<file path="config.mk">
export PLATFORM = sky130hd
export DESIGN_NAME = sap_top
export DESIGN_NICKNAME = d
export VERILOG_FILES = /design/src/verilog/sap_pkg.sv /design/src/verilog/sap_top.sv /design/src/verilog/spi_frame_tx.sv /design/src/verilog/sap_datapath.sv /design/src/verilog/sap_controller.sv /design/src/verilog/sap_program_rom.sv /design/src/verilog/sap_config_regs.sv
export VERILOG_INCLUDE_DIRS = /design/src /design/src/verilog
export SDC_FILE = /design/constraint.sdc
export NUM_CORES = 1
export LEC_CHECK = 0
export ABC_AREA = 0
export BUFFER_PORTS_ARGS = -buffer_cell sky130_fd_sc_hd__buf_4
export CAP_MARGIN = 20
export CORE_ASPECT_RATIO = 2
export CORE_MARGIN = 8
export CORE_UTILIZATION = 40
export CTS_CLUSTER_DIAMETER = 80
export DETAILED_ROUTE_END_ITERATION = 16
export GPL_ROUTABILITY_DRIVEN = 1
export PLACE_DENSITY_LB_ADDON = 0.08
export SLEW_MARGIN = 20
export SYNTH_ARGS = -nofsm -noshare
export SYNTH_HDL_FRONTEND = slang
export SYNTH_HIERARCHICAL = 1
export SYNTH_SLANG_ARGS = --single-unit
</file>
<file path="constraint.sdc">
create_clock -name clk -period 4.5 [get_ports clk]
set_input_delay 0 -clock clk [delete_from_list [all_inputs] [get_ports clk]]
set_output_delay 0 -clock clk [all_outputs]
set_load 0.005 [all_outputs]
</file>
<file path="src/verilog/sap_params.svh">
`ifndef SAP_PARAMS_SVH
`define SAP_PARAMS_SVH

// Datapath widths
`define SAP_DATA_W        8
`define SAP_ADDR_W        4

// Microcode ring length
`define SAP_STAGES        6

// Status stream
`define SAP_FRAME_W       40
`define SAP_SPI_DIV       4       // clk cycles per SCLK half period

// Stage length after reset, in clk cycles minus one
`define SAP_STAGE_DIV_RST 16'd1000

// Register map
`define SAP_REG_PROG      2'd0
`define SAP_REG_DIV       2'd1
`define SAP_REG_STATUS    2'd2

`endif
</file>
<file path="src/verilog/sap_pkg.sv">
`include "sap_params.svh"

package sap_pkg;

    typedef enum logic [3:0] {
        LDA = 4'd0,
        ADD = 4'd1,
        SUB = 4'd2,
        SNG = 4'd3,
        OUT = 4'd14,
        HLT = 4'd15
    } opcode_e;

    // One strobe per datapath action
    typedef struct packed {
        logic sng_en;
        logic hlt;
        logic pc_inc;
        logic pc_en;
        logic mar_load;
        logic mem_en;
        logic ir_load;
        logic ir_en;
        logic a_load;
        logic a_en;
        logic b_load;
        logic alu_sub;
        logic acc_en;
        logic acc_load;
    } ctrl_word_t;

    typedef logic [$clog2(`SAP_STAGES)-1:0] stage_t;

    typedef struct packed {
        logic        cyc;
        logic        stb;
        logic        we;
        logic [1:0]  adr;
        logic [15:0] dat;
    } wb_req_t;

    typedef struct packed {
        logic        ack;
        logic [15:0] dat;
    } wb_rsp_t;

    // Shifted out MSB first
    typedef struct packed {
        logic [`SAP_DATA_W-1:0] a;
        logic [`SAP_DATA_W-1:0] b;
        logic [`SAP_DATA_W-1:0] acc;
        logic [`SAP_DATA_W-1:0] pc;
        logic                   sng_en;
        logic [3:0]             operand;
        stage_t                 stage;
    } status_frame_t;

endpackage

</file>
<file path="src/verilog/sap_top.sv">
`timescale 1ns/1ps
`include "sap_params.svh"

module sap_top (
    input  logic             clk,
    input  logic             reset,
    input  sap_pkg::wb_req_t wb_req,
    output sap_pkg::wb_rsp_t wb_rsp,
    output logic             sclk,
    output logic             mosi,
    output logic             cs_n
);
    import sap_pkg::*;

    logic [2:0]             prog_sel;
    logic                   stage_tick;
    logic                   restart;
    logic                   halted;
    logic                   frame_req;
    stage_t                 stage;
    ctrl_word_t             ctrl;
    opcode_e                opcode;
    logic [`SAP_ADDR_W-1:0] mem_addr;
    logic [`SAP_DATA_W-1:0] mem_data;
    status_frame_t          frame;

    sap_config_regs i_config_regs (
        .clk        (clk),
        .reset      (reset),
        .wb_req     (wb_req),
        .halted     (halted),
        .stage      (stage),
        .wb_rsp     (wb_rsp),
        .prog_sel   (prog_sel),
        .stage_tick (stage_tick),
        .restart    (restart)
    );

    sap_controller i_controller (
        .clk        (clk),
        .reset      (reset),
        .restart    (restart),
        .stage_tick (stage_tick),
        .opcode     (opcode),
        .ctrl       (ctrl),
        .stage      (stage),
        .halted     (halted),
        .frame_req  (frame_req)
    );

    sap_datapath i_datapath (
        .clk        (clk),
        .reset      (reset),
        .restart    (restart),
        .stage_tick (stage_tick),
        .ctrl       (ctrl),
        .mem_data   (mem_data),
        .mem_addr   (mem_addr),
        .opcode     (opcode),
        .stage_in   (stage),
        .frame      (frame)
    );

    sap_program_rom i_program_rom (
        .prog_sel   (prog_sel),
        .addr       (mem_addr),
        .data       (mem_data)
    );

    spi_frame_tx i_spi_frame_tx (
        .clk        (clk),
        .reset      (reset),
        .start      (frame_req),
        .frame      (frame),
        .sclk       (sclk),
        .mosi       (mosi),
        .cs_n       (cs_n)
    );

endmodule

</file>
<file path="src/verilog/spi_frame_tx.sv">
`timescale 1ns/1ps
`include "sap_params.svh"

module spi_frame_tx (
    input  logic                   clk,
    input  logic                   reset,
    input  logic                   start,
    input  sap_pkg::status_frame_t frame,
    output logic                   sclk,
    output logic                   mosi,
    output logic                   cs_n
);

    localparam int DIV_W  = $clog2(`SAP_SPI_DIV + 1);
    localparam int EDGE_W = $clog2(`SAP_FRAME_W + 1);

    logic [DIV_W-1:0]        div_cnt;
    logic [EDGE_W-1:0]       edge_cnt;     // SCLK rising edges so far
    logic [`SAP_FRAME_W-1:0] shift;
    logic                    busy;

    assign mosi = shift[`SAP_FRAME_W-1];   // First bit valid as cs_n falls

    always_ff @(posedge clk or posedge reset) begin
        if (reset) begin
            busy     <= 1'b0;
            cs_n     <= 1'b1;
            sclk     <= 1'b0;
            div_cnt  <= '0;
            edge_cnt <= '0;
            shift    <= '0;
        end else if (!busy) begin
            if (start) begin
                busy     <= 1'b1;
                cs_n     <= 1'b0;
                shift    <= frame;
                div_cnt  <= '0;
                edge_cnt <= '0;
            end
        end else if (cs_n) begin
            busy <= 1'b0;                  // One idle cycle after cs_n rises
        end else if (div_cnt == DIV_W'(`SAP_SPI_DIV - 1)) begin
            div_cnt <= '0;
            sclk    <= ~sclk;
            if (!sclk) begin
                edge_cnt <= edge_cnt + 1'b1;
            end else begin
                // Falling edge, next bit out
                shift <= {shift[`SAP_FRAME_W-2:0], 1'b0};
                if (edge_cnt == EDGE_W'(`SAP_FRAME_W)) cs_n <= 1'b1;
            end
        end else begin
            div_cnt <= div_cnt + 1'b1;
        end
    end

endmodule

</file>
<file path="src/verilog/sap_datapath.sv">
`timescale 1ns/1ps
`include "sap_params.svh"

module sap_datapath (
    input  logic                   clk,
    input  logic                   reset,
    input  logic                   restart,
    input  logic                   stage_tick,
    input  sap_pkg::ctrl_word_t    ctrl,
    input  logic [`SAP_DATA_W-1:0] mem_data,
    output logic [`SAP_ADDR_W-1:0] mem_addr,
    output sap_pkg::opcode_e       opcode,
    input  sap_pkg::stage_t        stage_in,
    output sap_pkg::status_frame_t frame
);
    import sap_pkg::*;

    localparam int PAD_W = `SAP_DATA_W - `SAP_ADDR_W;

    logic [`SAP_ADDR_W-1:0] pc;
    logic [`SAP_ADDR_W-1:0] mar;
    logic [`SAP_DATA_W-1:0] ir;
    logic [`SAP_DATA_W-1:0] a_reg;
    logic [`SAP_DATA_W-1:0] b_reg;
    logic [`SAP_DATA_W-1:0] acc;
    logic [`SAP_DATA_W-1:0] bus;
    logic [`SAP_DATA_W-1:0] alu;
    logic [`SAP_ADDR_W-1:0] operand;

    assign operand = ir[`SAP_ADDR_W-1:0];

    // The microcode enables one source at a time
    always_comb begin
        if (ctrl.pc_en) begin
            bus = {{PAD_W{1'b0}}, pc};
        end else if (ctrl.mem_en) begin
            bus = mem_data;
        end else if (ctrl.ir_en) begin
            bus = {{PAD_W{1'b0}}, operand};
        end else if (ctrl.a_en) begin
            bus = a_reg;
        end else begin
            bus = '0;
        end
    end

    assign alu = ctrl.alu_sub ? a_reg - b_reg : a_reg + b_reg;

    always_ff @(posedge clk or posedge reset) begin
        if (reset) begin
            pc    <= '0;
            mar   <= '0;
            ir    <= '0;
            a_reg <= '0;
            b_reg <= '0;
            acc   <= '0;
        end else if (restart) begin
            pc    <= '0;
            mar   <= '0;
            ir    <= '0;
            a_reg <= '0;
            b_reg <= '0;
            acc   <= '0;
        end else if (stage_tick) begin
            if (ctrl.pc_inc)   pc    <= pc + 1'b1;
            if (ctrl.mar_load) mar   <= bus[`SAP_ADDR_W-1:0];
            if (ctrl.ir_load)  ir    <= bus;
            if (ctrl.a_load)   a_reg <= bus;
            if (ctrl.b_load)   b_reg <= bus;
            if (ctrl.acc_load) acc   <= alu;
        end
    end

    assign mem_addr = mar;
    assign opcode   = opcode_e'(ir[`SAP_DATA_W-1:`SAP_ADDR_W]);

    always_comb begin
        frame.a       = a_reg;
        frame.b       = b_reg;
        frame.acc     = acc;
        frame.pc      = {{PAD_W{1'b0}}, pc};
        frame.sng_en  = ctrl.sng_en;      // Strobe of the stage about to run
        frame.operand = operand;
        frame.stage   = stage_in;
    end

endmodule

</file>
<file path="src/verilog/sap_controller.sv">
`timescale 1ns/1ps
`include "sap_params.svh"

module sap_controller (
    input  logic                clk,
    input  logic                reset,
    input  logic                restart,
    input  logic                stage_tick,
    input  sap_pkg::opcode_e    opcode,
    output sap_pkg::ctrl_word_t ctrl,
    output sap_pkg::stage_t     stage,
    output logic                halted,
    output logic                frame_req
);
    import sap_pkg::*;

    logic advance;

    // A tick is ignored once HLT has been decoded
    assign advance = stage_tick && !halted && !ctrl.hlt;

    always_ff @(posedge clk or posedge reset) begin
        if (reset) begin
            stage     <= '0;
            halted    <= 1'b0;
            frame_req <= 1'b0;
        end else if (restart) begin
            stage     <= '0;
            halted    <= 1'b0;
            frame_req <= 1'b0;
        end else begin
            if (ctrl.hlt) halted <= 1'b1;
            if (advance) begin
                stage <= (stage == stage_t'(`SAP_STAGES - 1)) ? '0 : stage + 1'b1;
            end
            frame_req <= advance;                 // Registers settle first, then sample
        end
    end

    // Microcode: fetch in stages 0 to 2, execute in 3 to 5
    always_comb begin
        ctrl = '0;
        case (stage)
            3'd0: begin
                ctrl.pc_en    = 1'b1;
                ctrl.mar_load = 1'b1;
            end
            3'd1: ctrl.pc_inc = 1'b1;
            3'd2: begin
                ctrl.mem_en  = 1'b1;
                ctrl.ir_load = 1'b1;
            end
            3'd3: begin
                case (opcode)
                    LDA, ADD, SUB: begin
                        ctrl.ir_en    = 1'b1;     // Operand addresses the data byte
                        ctrl.mar_load = 1'b1;
                    end
                    OUT:     ctrl.a_en   = 1'b1;  // Nothing latches it
                    SNG:     ctrl.sng_en = 1'b1;
                    HLT:     ctrl.hlt    = 1'b1;
                    default: ;
                endcase
            end
            3'd4: begin
                ctrl.mem_en = (opcode == LDA) || (opcode == ADD) || (opcode == SUB);
                ctrl.a_load = (opcode == LDA);
                ctrl.b_load = (opcode == ADD) || (opcode == SUB);
            end
            3'd5: begin
                ctrl.acc_load = (opcode == ADD) || (opcode == SUB);
                ctrl.alu_sub  = (opcode == SUB);
            end
            default: ;
        endcase
    end

endmodule

</file>
<file path="src/verilog/sap_program_rom.sv">
`timescale 1ns/1ps
`include "sap_params.svh"

module sap_program_rom (
    input  logic [2:0]             prog_sel,
    input  logic [`SAP_ADDR_W-1:0] addr,
    output logic [`SAP_DATA_W-1:0] data
);
    import sap_pkg::*;

    // LDA 15, op 14, OUT, SNG 0, HLT with data bytes 4 and 10 at the top
    function automatic logic [7:0] arith_byte(input opcode_e op, input logic [3:0] a);
        logic [7:0] val;
        case (a)
            4'd0:    val = {LDA, 4'd15};
            4'd1:    val = {op, 4'd14};
            4'd2:    val = {OUT, 4'd0};
            4'd3:    val = {SNG, 4'd0};
            4'd4:    val = {HLT, 4'd0};
            4'd14:   val = 8'd4;              // B operand
            4'd15:   val = 8'd10;             // A operand
            default: val = 8'd0;
        endcase
        return val;
    endfunction

    // Song request n, then stop
    function automatic logic [7:0] song_byte(input logic [3:0] n, input logic [3:0] a);
        logic [7:0] val;
        case (a)
            4'd0:    val = {SNG, n};
            4'd1:    val = {HLT, 4'd0};
            default: val = 8'd0;
        endcase
        return val;
    endfunction

    always_comb begin
        case (prog_sel)
            3'd1:    data = arith_byte(SUB, addr);
            3'd2,
            3'd3,
            3'd4,
            3'd5:    data = song_byte({1'b0, prog_sel}, addr);
            default: data = arith_byte(ADD, addr);  // 0, 6 and 7 run the add program
        endcase
    end

endmodule

</file>
<file path="src/verilog/sap_config_regs.sv">
`timescale 1ns/1ps
`include "sap_params.svh"

module sap_config_regs (
    input  logic             clk,
    input  logic             reset,
    input  sap_pkg::wb_req_t wb_req,
    input  logic             halted,
    input  sap_pkg::stage_t  stage,
    output sap_pkg::wb_rsp_t wb_rsp,
    output logic [2:0]       prog_sel,
    output logic             stage_tick,
    output logic             restart
);

    logic [15:0] stage_div;
    logic [15:0] tick_cnt;
    logic        access;
    logic [15:0] rd_data;

    // New strobe only, so ack never stretches past one cycle
    assign access = wb_req.cyc && wb_req.stb && !wb_rsp.ack;

    always_comb begin
        case (wb_req.adr)
            `SAP_REG_PROG:   rd_data = {13'd0, prog_sel};
            `SAP_REG_DIV:    rd_data = stage_div;
            `SAP_REG_STATUS: rd_data = {12'd0, stage, halted};
            default:         rd_data = '0;
        endcase
    end

    always_ff @(posedge clk or posedge reset) begin
        if (reset) begin
            wb_rsp    <= '0;
            prog_sel  <= '0;
            stage_div <= `SAP_STAGE_DIV_RST;
            restart   <= 1'b0;
        end else begin
            wb_rsp.ack <= access;
            restart    <= 1'b0;
            if (access) begin
                wb_rsp.dat <= rd_data;
                if (wb_req.we) begin
                    case (wb_req.adr)
                        `SAP_REG_PROG: begin
                            prog_sel <= wb_req.dat[2:0];
                            restart  <= 1'b1;         // CPU starts over at address 0
                        end
                        `SAP_REG_DIV:  stage_div <= wb_req.dat;
                        default:       ;              // STATUS is read only
                    endcase
                end
            end
        end
    end

    // Stage tick every stage_div+1 cycles
    // >= keeps the counter sane when the divider is lowered mid count
    assign stage_tick = (tick_cnt >= stage_div);

    always_ff @(posedge clk or posedge reset) begin
        if (reset) begin
            tick_cnt <= '0;
        end else if (restart || stage_tick) begin
            tick_cnt <= '0;
        end else begin
            tick_cnt <= tick_cnt + 16'd1;
        end
    end

endmodule

</file>
==> results.txt <==
Clock buffer depth -> 2
Post-layout instance area -> 0.00938 sq mm
Worst EP required -> 4860 ps
RSZ-0062 raised after global routing -> false
Root Driver -> clkbuf_16
Congestion Overflow GR -> 0
Largest net degree at the start of global routing -> 54
Die area -> 0.0256 sq mm
Biggest register -> i_spi_frame_tx/shift
VDD IR max -> 0.247 mV
Register-to-register setup slack -> 1210 ps
Leak Pwr -> 4.36 nW
HP Class -> in -> reg
Top Registers -> i_spi_frame_tx/shift: 40 flops, i_config_regs/wb_rsp: 17 flops
CP startpoint kind -> flop
R2r startpoint -> i_controller/stage[1]$_DFFE_PP0P_
Clk pin slew, worst setup/hold paths -> 60 ps
Fin. Hold Viols -> 0
Post-Syn Area -> 0.00820 sq mm
Kind of cell adding the most delay to the critical path -> simple AND/OR/NAND/NOR gates
Crit path from -> i_controller/stage[1]$_DFFE_PP0P_
Syn Inst Count -> 815
Final setup skew -> 10.0 ps
Crit share post-route -> 73.0%
Final setup fails -> 0
R2r endpoint -> i_datapath/acc[6]$_DFFE_PP0P_
Avg Vias per Cell -> 5.37
Final net count -> 906
Antenna violations before repair -> 0
Number of stages on the worst setup path -> 10
# IOs -> 43
PwrDens -> 368 mW/mm^2
Final core utilization -> 46.3%
Crit-path cells -> nor3_1 -> nand3_1 -> nor2_1 -> mux2_2 -> fa_1 -> nor2b_1 -> o21ai_0 -> a21o_1 -> a2111o_1 -> nand3_1
Chip width -> 117 microns
# Max-Cap Violations -> 0
CTS tree -> yes
Final WL -> 21000 microns
Crit. End Element -> flop
Post-DP HPWL -> 16000 microns
Max reg flops -> 40
DRC Markers -> 0
Multi-input gate area -> 0.00401 sq mm
Core area -> 0.0203 sq mm
CTS Sinks -> 150
GPL Wtd Cong -> 0.877
Status -> complete, no violations
Remaining antenna violation count -> 0
CP bufs+invs -> 0
Port Buf Inserts -> 42
Later-pin clock latency in the skew report -> 430 ps
Slowest-stage cell, CP -> nor2_1
Total power -> 3.45 mW
Die Ht -> 218 microns
Worst slew pin tran -> 1070 ps
Reg2Reg Depth -> 10
Worst-path fanout max -> 7
CP endpoint -> i_datapath/acc[6]$_DFFE_PP0P_
Vias in the first global route -> 6395
Syn-to-layout area delta -> 14.4%
Layout cells sized above 1 -> 22.2%
Reg area -> 0.00376 sq mm
# rows -> 74
First-pass GRT wire length -> 34000 microns
CTS resizes -> 0
Total track usage -> 17.6%
H-Tree Depth -> 4
Post-CTS setup buffer count -> 0
WS Path Type -> reg -> reg
Post-route minimum period -> 3290 ps
Starting DRT DRC Count -> 245
Final slew viol count -> 0
Starting Density -> 40.4%
N_diodes -> 0
Via count -> 6070
Max frequency -> 304 MHz
Fillers -> 1909
Warnings from Yosys -> 6
Initial DRT Pass Iterations -> 5
CP arrival -> 3650 ps
Synthesized area per cell -> 10.1 sq um
Total CTS buffers -> 17
Worst path max stage delay -> 480 ps
Setup tns final -> 0 ps
Most common cell on crit path -> nand3_1
Slew headroom -> 27.8%
DR WL/cell -> 18.6 microns
Placed inst area -> 0.00863 sq mm
## worst min-delay path by stage
stage / start / endpoint / slack [ps] / depth (start not counted)
final: wb_req[17] / i_config_regs/restart$_DFF_PP0_ / 20 / 4
after global routing: wb_req[17] / i_config_regs/restart$_DFF_PP0_ / 60 / 4
after detailed placement: reset / i_controller/frame_req$_DFF_PP0_ / -50 / 2
after CTS: wb_req[17] / i_config_regs/restart$_DFF_PP0_ / 10 / 4
after floorplan: reset / i_controller/frame_req$_DFF_PP0_ / -220 / 1
after global placement: reset / i_controller/stage[0]$_DFFE_PP0P_ / -40 / 2
## worst register-to-register path: stages (launching register included)
cell      delay (ps)
dfrtp_1          460
nor3_1           310
nand3_1          170
nor2_1           480
mux2_2           440
fa_1             420
nor2b_1          150
o21ai_0          140
a21o_1           220
a2111o_1         360
nand3_1           90
## report_power, final
part	switching, mW	leakage, nW	internal (mW)	total [mW]
clock	0.584	0.267	0.781	1.36
sequential	0.119	2.02	1.46	1.58
combinational	0.268	2.07	0.241	0.508
## per-stage QoR
stage          instances  worst slack [ps]  hold slack (ps)
2_1_floorplan        818              1730             -221
3_3_place_gp        1080              1370            -43.2
3_5_place_dp        1081              1260            -45.9
4_1_cts             1131              1240             13.2
5_1_grt             1131              1030             60.1
6_report            1131              1210             19.6
## layout make-up
type,count,share of cell area (%)
multi-input cells,576,42.7
flip-flops and latches,150,40.1
repair buffers,67,5.98
clock buffers,19,4.72
well taps,266,3.55
inverters,40,1.60
clock inverters,13,1.33
## layout by cell type (no fill, tap or decap), types with 3 or more instances in the layout
cell type	n
xnor2_1	19
mux2_2	80
a31oi_1	5
ha_1	30
dlygate4sd3_1	18
nor2_1	60
nor3_1	13
nand2_1	97
o21bai_1	3
conb_1	4
mux2_1	4
dfstp_2	7
nor3b_1	3
clkbuf_16	17
inv_1	36
and3b_1	4
and2_1	5
nor2b_1	10
dfrtp_1	142
inv_2	4
clkinvlp_4	4
nand4_1	7
clkinv_4	4
xor2_1	10
o31ai_1	5
nand2b_1	7
mux2i_1	11
or4_1	3
nand3b_1	3
buf_4	48
nand3_1	34
a21o_1	4
o21ai_0	62
a21oi_1	39
## metal layers
layer	vias up	global-route usage, %	share of wire [%]
met5	-	0	0
met4	0	12.1	5.8
met3	53	2.38	2.4
met2	138	33.3	58
met1	3000	16.7	34
li1	2879	-	-
## what timing repair did
action	CTS	global route
hold buffers	18	0
hold endpoints to repair	146	0
endpoints found under the setup margin	0	0
(Power assumes the default switching activity.)
